===== src/rtl/gpu_mem_defines.svh =====
`ifndef GPU_MEM_DEFINES_SVH
`define GPU_MEM_DEFINES_SVH

// general memory words held in each lane bank.
`define MEM_SIZE 256

// shared-memory words, placed above the general words in the same bank.
`define SHMEM_SIZE 256

// index into a lane bank, wide enough for both regions.
`define ADDR_W ($clog2(`MEM_SIZE + `SHMEM_SIZE))

// outstanding misses the MSHR can track.
`define MSHR_DEPTH 8

// miss latency counter width.
`define LAT_W 5

// 32-bit lanes per cache line.
`define LANES 8

`endif


===== src/rtl/gpu_mem_pkg.sv =====
`include "gpu_mem_defines.svh"

package gpu_mem_pkg;

	// bookkeeping that rides next to a load or store through the stage.
	typedef struct packed {
		logic [2:0]  warp_id;
		logic [1:0]  scb_id;
		logic [4:0]  reg_addr;
		logic [7:0]  thread_mask;
		logic [23:0] word_offset;
		logic [31:0] instr;
	} mem_tag_t;

	typedef struct packed {
		logic               read;   // load strobe.
		logic               write;  // store strobe.
		logic [26:0]        addr;
		logic [255:0]       wdata;
		logic [`LANES-1:0]  wmask;  // one enable per 32-bit lane.
		mem_tag_t           tags;
	} mem_req_t;

	typedef struct packed {
		logic         reg_write;       // load completion.
		logic         write_fb_valid;  // store completion.
		logic [255:0] rdata;
		mem_tag_t     tags;
	} mem_wb_t;

	// hit or miss status of the access, produced by the tag stage.
	typedef struct packed {
		logic              valid;
		logic              hit;
		logic              wait_flag;  // forces a latency of one.
		logic [`LAT_W-1:0] latency;
		logic [26:0]       addr;
		logic [2:0]        warp_id;
		logic [1:0]        scb_id;
	} miss_info_t;

	// negative feedback that tells the warp scheduler to replay a miss.
	typedef struct packed {
		logic        valid;
		logic [26:0] addr;
		logic [2:0]  warp_id;
		logic [1:0]  scb_id;
	} mshr_fb_t;

	typedef struct packed {
		logic               wen;
		logic [`ADDR_W-1:0] addr;
		logic [255:0]       wdata;
	} fio_req_t;

endpackage


===== src/rtl/mshr_fifo.sv =====
`timescale 1ns/1ps
`include "gpu_mem_defines.svh"

module mshr_fifo
#(
	parameter int DEPTH = `MSHR_DEPTH
)
(
	input  logic                    clk,
	input  logic                    resetb,
	input  gpu_mem_pkg::miss_info_t miss_i,
	output gpu_mem_pkg::mshr_fb_t   fb_o
);
	localparam int IDX_W = (DEPTH > 1) ? $clog2(DEPTH) : 1;
	localparam int CNT_W = $clog2(DEPTH + 1);
	localparam logic [`LAT_W-1:0] LAT_ONE = 1;

	typedef struct packed {
		logic [26:0] addr;
		logic [2:0]  warp_id;
		logic [1:0]  scb_id;
	} entry_t;

	logic [DEPTH-1:0]  busy;
	logic [`LAT_W-1:0] count [DEPTH];
	logic [IDX_W-1:0]  age [DEPTH];  // number of busy entries older than this one.
	entry_t            entry [DEPTH];

	logic              alloc_req;
	logic              alloc;
	logic [`LAT_W-1:0] eff_lat;
	logic              free_found;
	logic [IDX_W-1:0]  free_idx;
	logic              exp_found;
	logic [IDX_W-1:0]  exp_idx;
	logic [CNT_W-1:0]  occupancy;
	logic [IDX_W-1:0]  new_age;

	assign alloc_req = miss_i.valid && !miss_i.hit;

	// a zero latency would never count down, so it is treated as one.
	assign eff_lat = (miss_i.wait_flag || miss_i.latency == '0) ? LAT_ONE : miss_i.latency;

	always_comb
	begin
		free_found = 1'b0;
		free_idx = '0;
		exp_found = 1'b0;
		exp_idx = '0;
		occupancy = '0;
		for (int i = 0; i < DEPTH; i++)
		begin
			if (busy[i])
				occupancy = occupancy + 1'b1;
			if (!busy[i] && !free_found)
			begin
				free_found = 1'b1;
				free_idx = IDX_W'(i);
			end
			// a count of one runs out on this edge, a count of zero is still queued.
			if (busy[i] && count[i] <= LAT_ONE && (!exp_found || age[i] < age[exp_idx]))
			begin
				exp_found = 1'b1;
				exp_idx = IDX_W'(i);
			end
		end
	end

	// a miss is dropped when every slot was occupied at the start of the cycle.
	assign alloc = alloc_req && free_found;

	// the newcomer is younger than everything that stays.
	assign new_age = IDX_W'(occupancy - CNT_W'(exp_found));

	always_ff @(posedge clk or negedge resetb)
	begin
		if (!resetb)
		begin
			busy <= '0;
			fb_o <= '0;
			for (int i = 0; i < DEPTH; i++)
			begin
				count[i] <= '0;
				age[i] <= '0;
			end
		end
		else
		begin
			fb_o <= '0;
			if (exp_found)
			begin
				fb_o <= '{valid: 1'b1,
					addr: entry[exp_idx].addr,
					warp_id: entry[exp_idx].warp_id,
					scb_id: entry[exp_idx].scb_id};
				busy[exp_idx] <= 1'b0;
			end
			for (int i = 0; i < DEPTH; i++)
			begin
				if (busy[i] && count[i] != '0)
					count[i] <= count[i] - LAT_ONE;
				if (exp_found && busy[i] && age[i] > age[exp_idx])
					age[i] <= age[i] - 1'b1;  // close the gap left by the freed entry.
			end
			if (alloc)
			begin
				busy[free_idx] <= 1'b1;
				count[free_idx] <= eff_lat;
				age[free_idx] <= new_age;
			end
		end
	end

	always_ff @(posedge clk)
	begin
		if (alloc)
			entry[free_idx] <= '{addr: miss_i.addr,
				warp_id: miss_i.warp_id,
				scb_id: miss_i.scb_id};
	end

endmodule

===== config.mk =====
export PLATFORM = sky130hd
export DESIGN_NAME = mshr_fifo
export DESIGN_NICKNAME = d
export VERILOG_FILES = /design/src/rtl/gpu_mem_pkg.sv /design/src/rtl/mshr_fifo.sv
export VERILOG_INCLUDE_DIRS = /design/src /design/src/rtl
export SDC_FILE = /design/constraint.sdc
export NUM_CORES = 1
export LEC_CHECK = 0
export ABC_AREA = 0
export BUFFER_PORTS_ARGS = -buffer_cell sky130_fd_sc_hd__buf_2
export CORE_MARGIN = 1
export CORE_UTILIZATION = 42
export DETAILED_ROUTE_END_ITERATION = 10
export PLACE_DENSITY = 0.69
export REMOVE_ABC_BUFFERS = 1
export SYNTH_ARGS = -nofsm -noshare
export SYNTH_HDL_FRONTEND = slang
export SYNTH_SLANG_ARGS = --single-unit

===== constraint.sdc =====
create_clock -name clk -period 35.5 [get_ports clk]
set_input_delay 1.775 -clock clk [delete_from_list [all_inputs] [get_ports clk]]
set_output_delay 1.775 -clock clk [all_outputs]
set_load 0.01 [all_outputs]

==> Word level (Yosys, flattened, before mapping) <==
Memory sizes are Yosys's and may differ from the RTL's.
Cells that the tools add are included.
{ "word_totals": {"reg_bits": 105, "latch_bits": 0, "mem_bits_rw": 256, "romBits": 0, "inputBits": 42, "mem_count": 1} }
{ "classes": {"add_sub_neg": 24, "multipliers": 0, "div": 0, "n_lt_le_gt_ge": 36, "eq_ne": 0, "shifts": 0, "n_mux": 93, "bitwise": 11, "n_reduce_logical": 89} }
{ "mem_list": {"columns": ["memory", "words", "word_bits", "rd", "rd_clocked_by_memory_dff", "wr", "line", "rtl"], "rows": [
  ["entry", 8, 32, 1, 0, 1, "mshr_fifo.sv:27", "entry_t entry [DEPTH];"]
]} }
{ "ops": {"columns": ["operator", "n"], "rows": [
  ["$mux W3", 40],
  ["$bmux W3 S3", 7],
  ["$logic_and A1 B1 Y1", 51],
  ["$mux W5", 10],
  ["$bwmux W40", 1],
  ["$le A5 B1 Y1 const B", 8],
  ["$mux W40", 1],
  ["$reduce_bool A5 Y1", 8],
  ["$sub A5 B1 Y5 const B", 8],
  ["$mux W33", 1],
  ["$ge A4 B4 Y1 const B", 8],
  ["$not A3 Y4", 8],
  ["$bwmux W24", 1],
  ["$gt A3 B3 Y1", 8],
  ["$mux W24", 1],
  ["$sub A3 B1 Y3 const B", 8],
  ["$mux W1", 23],
  ["$logic_not A1 Y1", 21],
  ["$lt A3 B3 Y1", 7],
  ["$mux W8", 2],
  ["$add A3 B1 Y3 const B", 5],
  ["$demux W5 S3", 1],
  ["$demux W3 S3", 1],
  ["$and A8 B8 Y8", 1],
  ["12 further kinds", 23]
]} }

==> Longest topological paths before layout <==
Gate-level depths: netlist (run 1).
{ "depth": {"word_depth": 64, "mapped_depth": 68, "ltp_nobuf": 66} }

==> Worst setup path after synthesis (run 1) <==
OpenSTA, ideal clock, no wires.
{ "synth_timing": {"path_kind": "reg-to-reg", "start": "reg age[20] (netlist bit)", "end": "reg age[11] (netlist bit)", "setup_time_ps": 82, "arrival_time_ps": 13508, "required_ps": 35418, "path_slack_ps": 21910, "stages_incl_launch_ff": 62, "cell_sequence": "dfrtp_1 > ha_1 > a21o_1 > a31oi_1 > o21a_1 > mux2i_1 > ha_1 > a21oi_1 > a21oi_1 > a311oi_2 > mux2_2 > ha_1 > a21oi_1 > and3_1 > o211ai_1 > nand2_1 > nor2_1 > a21oi_1 > [... 26 more ...] > or2_2 > ha_1 > a211oi_1 > o211ai_1 > a221oi_4 > a211oi_2 > clkbuf_1 > nand2_1 > clkbuf_1 > a221oi_1 > a2111oi_0 > o21ai_0 > ha_1 > nand2_1 > a2111oi_4 > a211oi_1 > or4b_1 > a31oi_1"} }
{ "synth_via": {"elab_chain_len": 61} }
{ "synth_lines": {"columns": ["element", "line", "rtl"], "rows": [
  ["start, declared", "mshr_fifo.sv:26", "logic [IDX_W-1:0] age [DEPTH];"],
  ["start signal, assigned by index", "mshr_fifo.sv:103", "age[i] <= age[i] - 1'b1;"],
  ["start signal, assigned by index", "mshr_fifo.sv:109", "age[free_idx] <= new_age;"],
  ["$lt A3 B3 Y1", "mshr_fifo.sv:61", "if (busy[i] && count[i] <= LAT_ONE && (!exp_found || age[i] < age[exp_idx]))"],
  ["$logic_or A1 B1 Y1", "mshr_fifo.sv:61", null],
  ["$logic_and A1 B1 Y1", "mshr_fifo.sv:61", null],
  ["$mux W1", "mshr_fifo.sv:61", null],
  ["$not A3 Y4 (not written as such)", "mshr_fifo.sv:61", null],
  ["$bmux W3 S3", "mshr_fifo.sv:61", null],
  ["$mux W3 (not written as such) (2 in a row)", "mshr_fifo.sv:61", null],
  ["$lt A3 B3 Y1", "mshr_fifo.sv:61", null],
  ["[... 43 more ...]", null, null],
  ["$not A3 Y4 (not written as such)", "mshr_fifo.sv:102", "if (exp_found && busy[i] && age[i] > age[exp_idx])"],
  ["$bmux W3 S3", "mshr_fifo.sv:102", null],
  ["$mux W3 (not written as such) (2 in a row)", "mshr_fifo.sv:102", null],
  ["$gt A3 B3 Y1", "mshr_fifo.sv:102", null],
  ["$logic_and A1 B1 Y1", "mshr_fifo.sv:102", null],
  ["$mux W3", "mshr_fifo.sv:102", null],
  ["$bwmux W24", "mshr_fifo.sv:109", null],
  ["$mux W24 *", "mshr_fifo.sv:105", "if (alloc)"]
]} }
Every way passes the cells marked *; elsewhere a longest branch is shown, timed or not. The select of a mux whose other input is x is not followed.

==> Worst setup path after layout (run 1) <==
Same ends and word-level chain as after synthesis.

==> run_results.csv, run 1 <==
group,metric,value,unit
outcome,outcome,"finished clean",
clocking,max_h_tree_level,2,
detailed_routing,drt_wl_total,42250,um
timing,setup_total_negative_slack,0,ns
placed_design,detailedPlacementHpwl,25750,um
synthesis,post_synthesis_instance_total,1343,
grt,vias_in_the_first_global_route,11725,
clocking,clk_transition_reported_paths,0.06,ns
layout,final_core_utilization,47.72,%
grt,use_met2,33.21,%
timing,period_needed,16.40,ns
job,maxCapViolations,0,
critical_path,worstSetupStartpointType,"flip-flop",
floorplanning,dieHeight,202.5,um
synthesis,synth_enable_flop_cells,256,
hold_path,hold_path.startpoint,"count[9]",
floorplanning,die-width,202.5,um
synthesis,yosys.area_share.adder,4.964,%
critical_path,crit_path_end_kind,"flip-flop",
layout,layout-drive-gt1-share,13.14,%
timing,rsz_0062_raised_after_global_routing,"no",
clocking,cts_hold_buffers,0,
grt,track_usage,20.59,%
grt,maximum_number_of_pins_on_one_net_before_global_route_repair,80,
layout,syn2layout_area_growth,12.26,%
timing,max-slew-margin-rel,18.94,%
critical_path,worstPathRequired,35.95,ns
floorplanning,core_region_area,39730,um^2
critical_path,critical_path.n_buffers_inverters,2,
critical_path,cp_slowest_cell,"nand2_1",
clocking,post_cts_setup_bufs,0,
placed_design,place_ws,19.42,ns
timing,timing.fmax,60.97,MHz
grt,grt_remaining_overflow,0,
synthesis,multiplexer_fraction_of_the_synthesized_cell_area,1.497,%
synthesis,compound_gate_portion_of_the_synthesized_area,18.43,%
clocking,cts_tree,"yes",
placed_design,count_of_input_and_output_buffers,74,
critical_path,crit_path_from,"age[20]",
floorplanning,num_rows,73,
timing,timing_worst_slew_pin_value,1.207,ns
critical_path,worst_r2r_startpoint,"age[20]",
grt,groute.layer.met3.usage,4.623,%
timing,period_share,46.20,%
detailed_routing,vias,11770,
synthesis,synth_xor_area_share,2.178,%
hold_path,hold_path_class,"reg2reg",
timing,final-setup-viol-count,0,
timing,timing.final.ws_setup,19.10,ns
clocking,root_buffer,"clkbuf_16",
synthesis,synth_cell_type_count,84,
detailed_routing,route.antenna.remaining_nets,0,
synthesis,ys_top_cells_by_count,"edfxtp_1 (256), nand2_1 (112), dfrtp_1 (105)",
critical_path,cp_top_family,"compound AO/OA/AOI/OAI gates",
timing,final_number_of_hold_violating_endpoints,0,
grt,grt_antenna_before_repair,5,
timing,finalMaxSlewViolations,0,
floorplanning,initial_utilization,42.50,%
synthesis,asyncSetResetFlopFracSynth,29.09,%
synthesis,netlist_area,16890,um^2
placed_design,globalplace.congestion,0.9278,
synthesis,postSynthAreaPerCell,12.57,um^2
synthesis,netlist.area_leader.share,45.52,%
clocking,clock_tree.buffer_depth,3,
critical_path,worstPathArrival,16.85,ns
synthesis,postSynthRegisterBits,361,
timing,largest_clock_skew_in_the_final_design,0.02059,ns
grt,wire_length_of_the_first_global_routing_pass,65580,um
synthesis,dominant_combinational_cell_family_by_area_after_synthesis,"compound AO/OA/AOI/OAI gates",
layout,seq_area,10310,um^2
detailed_routing,drt_iter0_drc,1044,
critical_path,critPathMaxStageDelay,0.77,ns
synthesis,synth_top_flop_cell,"edfxtp_1",
critical_path,timing.critical_path.fanout_max,20,
layout,nets,1519,
synthesis,synth_top_area_cell,"edfxtp_1",
grt,most_heavily_used_metal_layer_in_global_routing,"met2",
synthesis,post_synth_and_or_nand_nor_area_fraction,8.906,%
layout,nFillCells,3453,
floorplanning,number_of_top_level_pins,75,
detailed_routing,remaining_drc_errors,0,
synthesis,post_synth_main_area_contributors,"edfxtp_1 (46%), dfrtp_1 (16%), ha_1 (5.0%), o221ai_1 (3.6%), o22ai_1 (2.6%)",
detailed_routing,detail_route.vias_per_cell,5.987,
critical_path,path_common_cell,"ha_1",
grt,global_route.usage.met1,26.91,%
synthesis,synth-seq-area-share,61.08,%
clocking,numClockSinks,361,
critical_path,path_class,"reg2reg",
detailed_routing,dr.pass1.iters,5,
clocking,numCtsBuffers,36,
detailed_routing,avgRoutedWirePerCell,21.49,um
clocking,cts-resized-gates,0,
clocking,clock_latency,0.54,ns
synthesis,ys.warnings.count,0,
layout,multi_input_comb_area,6100,um^2
synthesis,synthMostInstantiatedCell,"edfxtp_1",
floorplanning,fp.dieArea,41010,um^2
==> sequential cells by signal, summed over array words and instances, names as in the netlist <==
| register | count |
|---|---|
| fb_o | 33 |
| entry | 256 |
| busy | 8 |
| age | 24 |
| count | 40 |
==> per-stage QoR <==
step           instance area [um^2]  cells  hold WS [ns]
4_1_cts                       18950   1963        0.5499
2_1_floorplan                 16640   1284        0.5060
3_3_place_gp                  17800   1897        0.5235
3_5_place_dp                  17800   1897        0.5406
6_report                      18960   1966        0.5533
5_1_grt                       18960   1965        0.5992
==> cells by family (layout without fill, tap and decap cells) <==
logic type	count (synthesis)	count (layout)
other	0	3
flip-flops	361	361
adder cells (fa/ha/maj)	67	67
buffers and inverters	126	221
multiplexers	23	23
XOR/XNOR	42	42
AO/OA/AOI/OAI	419	419
AND/OR/NAND/NOR	305	305
==> metal layers <==
| layer | wire, um | part of all wire, % | vias up |
|---|---|---|---|
| met3 | 3060 | 7.2 | 102 |
| met5 | 25 | 0.059 | - |
| met4 | 1461 | 3.5 | 4 |
| li1 | - | - | 5391 |
| met1 | 17780 | 42 | 5826 |
| met2 | 19920 | 47 | 447 |
==> worst min-delay path, delay by kind of cell, from the launching register on <==
| kind | cells | cell delay, ns |
|---|---|---|
| flip-flops | 1 | 0.38 |
| AND/OR/NAND/NOR | 1 | 0.07 |
| AO/OA/AOI/OAI | 1 | 0.06 |
==> area by class of cell <==
| type | instances | area share [%] |
|---|---|---|
| diodes | 3 | 0.03960 |
| clock buffers | 47 | 5.187 |
| clock inverters | 19 | 0.8778 |
| inverters | 67 | 1.327 |
| multi-input cells | 856 | 32.17 |
| flip-flops and latches | 361 | 54.41 |
| well taps | 525 | 3.465 |
| repair buffers | 88 | 2.521 |
==> placed cells by master (no fill, tap or decap), drive strengths merged, types with 5 or more instances in the layout <==
cell type and n:
o211ai 17, inv 67, ha 67, mux2 8, nor2 53, a31oi 22, dfrtp 105, o21ai 89
o22a 32, clkbuf 47, nand2b 12, o2111ai 5, mux2i 15, nor4 13, or3 10, o22ai 70
a211oi 11, clkinv 16, o221ai 70, nor3 16, a2111oi 8, xor2 14, or2 6, a21o 9
nand2 112, buf 88, o31ai 11, nand3 38, and2 10, edfxtp 256, xnor2 28, and3 6
a21oi 31, nand4 7, o21a 7
==> path summary, 6_finish.rpt <==
kind,to,slack [ns],cells after the start
worst max-delay path,age[11],19.10,62
worst min-delay path,count[9],0.55,2
worst max register to register,age[11],19.10,62
worst min register to register,count[9],0.55,2
max in group asynchronous,busy[5],32.86,2
min in group asynchronous,count[32],1.26,1
Power of run 1 is not shown: default switching activity piles up to over one toggle a cycle in this logic, so the estimate is an artifact.
==> run 2: changes to the inputs <==
Clock period 35.5 ns to 15.35 ns, I/O delays scaled along.
==> run 2 against run 1 <==
Compared with the run above:
- count of clock-buffer cells in the layout is 5 higher
- global-route usage rose by 0.22 points
- largest cell class unchanged
- routed wire length increased by 0.42%
- critical endpoint unchanged
==> run_results.csv, run 2 (same netlist as run 1, synthesis figures left out) <==
group,metric,value,unit
timing,max-slew-margin-rel,23.99,%
detailed_routing,drt_wl_total,42430,um
placed_design,place.detailed.instances,1902,
placed_design,count_of_input_and_output_buffers,74,
placed_design,globalplace.congestion,0.9260,
clocking,numCtsBuffers,36,
grt,wire_length_of_the_first_global_routing_pass,66540,um
critical_path,cp_slowest_cell,"or4b_1",
clocking,numClockSinks,361,
hold_path,hold_path_class,"in2async",
clocking,clock_latency,0.55,ns
critical_path,crit_path_from,"age[23]",
detailed_routing,drt_iter0_drc,1011,
layout,layout-drive-gt1-share,14.00,%
clocking,clk_transition_reported_paths,0.06,ns
timing,largest_clock_skew_in_the_final_design,0.02328,ns
timing,setup_total_negative_slack,0,ns
grt,grt_remaining_overflow,0,
outcome,outcome,"finished clean",
critical_path,worstPathRequired,15.81,ns
floorplanning,core_region_area,39730,um^2
grt,maximum_number_of_pins_on_one_net_before_global_route_repair,71,
floorplanning,fp.dieArea,41010,um^2
clocking,max_h_tree_level,2,
timing,final-setup-viol-count,0,
critical_path,worstSetupStartpointType,"flip-flop",
clocking,cts_hold_buffers,0,
floorplanning,num_rows,73,
layout,syn2layout_area_growth,12.63,%
layout,mostFrequentLayoutCells,"edfxtp_1 (256), nand2_1 (110), dfrtp_1 (105), o21ai_0 (86), buf_2 (73)",
critical_path,path_class,"reg2reg",
layout,largest_register_ffs,256,
clocking,cts_tree,"yes",
placed_design,dpl_cell_area,17840,um^2
detailed_routing,dr.pass1.iters,7,
layout,nFillCells,3493,
detailed_routing,detail_route.vias_per_cell,5.967,
critical_path,timing.critical_path.fanout_max,11,
critical_path,path_common_cell,"ha_1",
job,maxCapViolations,0,
timing,timing.fmax,69.59,MHz
clocking,root_buffer,"clkbuf_16",
timing,period_needed,14.37,ns
layout,final_cell_area,19020,um^2
placed_design,detailedPlacementHpwl,25680,um
layout,final_common_cell,"edfxtp_1",
critical_path,worstPathArrival,14.83,ns
layout,insertedDiodeCount,0,
layout,largest-register,"entry",
floorplanning,number_of_top_level_pins,75,
critical_path,critPathMaxStageDelay,0.49,ns
grt,track_usage,20.81,%
detailed_routing,vias,11744,
clocking,clock_tree.buffer_depth,3,
grt,grt_antenna_before_repair,1,
floorplanning,die-width,202.5,um
detailed_routing,route.antenna.remaining_nets,0,
detailed_routing,avgRoutedWirePerCell,21.56,um
layout,top_regs,"entry x256, count x40, fb_o x33",
floorplanning,dieHeight,202.5,um
layout,final_cells,1968,
timing,period_share,93.62,%
critical_path,worst_r2r_startpoint,"age[23]",
detailed_routing,remaining_drc_errors,0,
timing,finalMaxSlewViolations,0,
timing,timing_worst_slew_pin_value,1.132,ns
floorplanning,initial_utilization,42.50,%
grt,vias_in_the_first_global_route,11734,
critical_path,crit_path_end_kind,"flip-flop",
timing,final_number_of_hold_violating_endpoints,0,
layout,nets,1527,
-- run 2: cell types whose count changed in the layout (fill, tap and decap cells not counted), moves of 2 or more --
cell | before | now
clkbuf_8 | 2 | 4
diode_2 | 3 | 0
clkinv_2 | 5 | 1
clkbuf_1 | 8 | 11
buf_4 | 15 | 22
clkinv_1 | 11 | 6
-- run 2: timing repair --
item,CTS,global route
endpoints found under the setup margin,0,24
buffers inserted,0,3
gates resized for setup,0,10
-- run 2: stage by stage --
stage                     setup slack, ns  util, %  hold WS [ns]
after floorplan                    -1.713        -        0.4719
after global placement             0.9198    44.90        0.5261
after detailed placement           0.4342    44.90        0.5387
after CTS                          0.3852    47.76        0.2340
after global routing             -0.06360    47.87        0.2759
final                              0.9795    47.87        0.2371
-- run 2: area by class of cell --
cell class                 count  area, um^2  share of cell area, %
sequential                   361       10310                  54.23
multi-input combinational    856        6118                  32.17
clock buffer                  52        1022                  5.375
tap                          525       656.9                  3.454
timing repair buffer          96       541.8                  2.848
inverter                      67       251.5                  1.322
clock inverter                11       113.9                 0.5986
-- run 2: path summary, 6_finish.rpt --
check	endpoint	slack (ns)	cells past startpoint
worst max-delay path	age[11]	0.98	64
worst min-delay path	count[32]	0.24	1
worst max register to register	age[11]	0.98	64
worst min register to register	count[9]	0.55	2
max in group asynchronous	fb_o[1]	13.74	2
min in group clk	entry[5][21]	0.49	1
-- run 2: worst max-delay path: cells and delay by family, from the launching register on --
| kind | cells | cell delay [ns] |
|---|---|---|
| AO/OA/AOI/OAI | 35 | 7.04 |
| AND/OR/NAND/NOR | 13 | 2.73 |
| adder cells (fa/ha/maj) | 8 | 2.31 |
| multiplexers | 4 | 1.02 |
| buffers and inverters | 4 | 0.78 |
| flip-flops | 1 | 0.40 |
-- run 2: layer usage --
metal	global-route usage (%)	vias to the layer above	share of wire (%)	wire length, um
li1	-	5391	-	-
met1	27.77	5833	42	17960
met2	34.14	434	48	20350
met3	3.884	84	7.3	3077
met4	7.009	2	2.4	1021
met5	0	-	0.024	10
Power of run 2 is left out for the same reason.
==> run 3: changes to the inputs <==
Settings changed: CAP_MARGIN set to 20.
Clock period 15.35 ns to 17.8 ns, I/O delays scaled along.
==> run 3 against run 2 <==
Compared with the run above:
- count of clock-buffer cells in the layout down 1
- fmax down 9.4%
- first-iteration DRC count up 2.7%
- cell area down 0.71%
- register-to-register slack better by 0.96 ns
- global-route usage down 0.40 points
- die area unchanged
- worst setup slack better by 0.96 ns
==> run_results.csv, run 3 (same netlist as run 1, synthesis figures left out) <==
group,metric,value,unit
critical_path,worst_flop_to_flop_path_endpoint,"age[11]",
floorplanning,fp.dieArea,41010,um^2
grt,grt_remaining_overflow,0,
layout,syn2layout_area_growth,11.83,%
layout,insertedDiodeCount,0,
layout,nets,1521,
placed_design,count_of_input_and_output_buffers,74,
hold_path,hold_path_class,"in2async",
grt,most_heavily_used_metal_layer_in_global_routing,"met2",
layout,mostFrequentLayoutCells,"edfxtp_1 (256), nand2_1 (111), dfrtp_1 (105), o21ai_0 (87), buf_2 (74)",
detailed_routing,avgRoutedWirePerCell,21.22,um
layout,largest_register_ffs,256,
clocking,clk_transition_reported_paths,0.06,ns
timing,final-setup-viol-count,0,
clocking,cts_hold_buffers,0,
timing,max-slew-margin-rel,24.75,%
outcome,outcome,"finished clean",
grt,track_usage,20.40,%
detailed_routing,detail_route.vias_per_cell,5.962,
critical_path,path_common_cell,"ha_1",
placed_design,globalplace.congestion,0.9236,
clocking,root_buffer,"clkbuf_16",
critical_path,worst_reg_to_reg_setup_slack,1.94,ns
grt,vias_in_the_first_global_route,11555,
layout,layout-drive-gt1-share,13.22,%
detailed_routing,drt_wl_total,41640,um
critical_path,worst_r2r_startpoint,"age[20]",
detailed_routing,drt_iter0_drc,1038,
critical_path,worstSetupStartpointType,"flip-flop",
timing,largest_clock_skew_in_the_final_design,0.02057,ns
grt,groute.layer.met3.usage,3.274,%
layout,largest-register,"entry",
timing,period_share,89.10,%
layout,nFillCells,3481,
grt,use_met2,32.83,%
critical_path,crit_path_end_kind,"flip-flop",
timing,fin_worst_hold_slack,0.3428,ns
clocking,numCtsBuffers,35,
clocking,cts_tree,"yes",
timing,timing.fmax,63.06,MHz
clocking,clock_tree.buffer_depth,3,
critical_path,worstPathArrival,16.31,ns
critical_path,timing.critical_path.fanout_max,38,
timing,final_number_of_hold_violating_endpoints,0,
grt,maximum_number_of_pins_on_one_net_before_global_route_repair,80,
detailed_routing,dr.pass1.iters,5,
floorplanning,number_of_top_level_pins,75,
timing,finalMaxSlewViolations,0,
clocking,post_cts_setup_bufs,0,
critical_path,r2r_cells,62,
timing,timing_worst_slew_pin_value,1.121,ns
critical_path,critPathMaxStageDelay,0.50,ns
critical_path,path_class,"reg2reg",
layout,top_regs,"entry x256, count x40, fb_o x33",
floorplanning,initial_utilization,42.50,%
clocking,numClockSinks,361,
clocking,max_h_tree_level,2,
clocking,cts-resized-gates,0,
critical_path,worstPathRequired,18.25,ns
timing,rsz_0062_raised_after_global_routing,"no",
layout,final_common_cell,"edfxtp_1",
detailed_routing,remaining_drc_errors,0,
placed_design,place_ws,1.953,ns
detailed_routing,route.antenna.remaining_nets,0,
job,maxCapViolations,0,
floorplanning,die-width,202.5,um
placed_design,detailedPlacementHpwl,25580,um
detailed_routing,vias,11697,
grt,grt_antenna_before_repair,4,
floorplanning,core_region_area,39730,um^2
grt,global_route.usage.met1,27.82,%
critical_path,cp_slowest_cell,"buf_4",
timing,period_needed,15.86,ns
floorplanning,dieHeight,202.5,um
floorplanning,num_rows,73,
grt,wire_length_of_the_first_global_routing_pass,65290,um
clocking,clock_latency,0.53,ns
timing,setup_total_negative_slack,0,ns
timing,timing.final.ws_setup,1.941,ns
==> run 3: layout make-up <==
class	instances	area (um^2)	share of cell area, %
tap	525	656.9	3.478
inverter	67	251.5	1.332
sequential	361	10310	54.62
timing repair buffer	91	495.5	2.624
clock buffer	51	965.9	5.115
clock inverter	11	100.1	0.5300
multi-input combinational	856	6100	32.30
==> run 3: how the worst max path moves through the flow <==
stage | startpoint | to | slack, ns | cells past startpoint
floorplan | age[20] | age[15] | 0.74 | 57
global placement | age[20] | age[11] | 2.52 | 60
detailed placement | age[20] | age[11] | 1.95 | 61
CTS | age[20] | age[11] | 1.91 | 61
global route | age[23] | age[11] | 0.79 | 63
finish | age[20] | age[11] | 1.94 | 62
==> run 3: worst max-delay path, delay by kind of cell (launching register included) <==
| kind | cells | cell delay (ns) |
|---|---|---|
| multiplexers | 5 | 1.36 |
| flip-flops | 1 | 0.49 |
| adder cells (fa/ha/maj) | 8 | 2.33 |
| AO/OA/AOI/OAI | 33 | 7.77 |
| AND/OR/NAND/NOR | 14 | 3.06 |
| buffers and inverters | 2 | 0.75 |
==> run 3: per-stage QoR <==
step	cells	utilization [%]	instance area, um^2
floorplan	1284	-	16640
global placement	1897	44.80	17800
detailed placement	1898	44.82	17810
CTS	1960	47.50	18870
global route	1962	47.53	18880
finish	1962	47.53	18880
==> run 3: layer usage <==
metal  wire (um)  vias to the layer above
li1            -                     5391
met1       17850                     5810
met2       19710                      398
met3        2823                       94
met4        1232                        4
met5          25                        -
Power of run 3 is left out for the same reason.
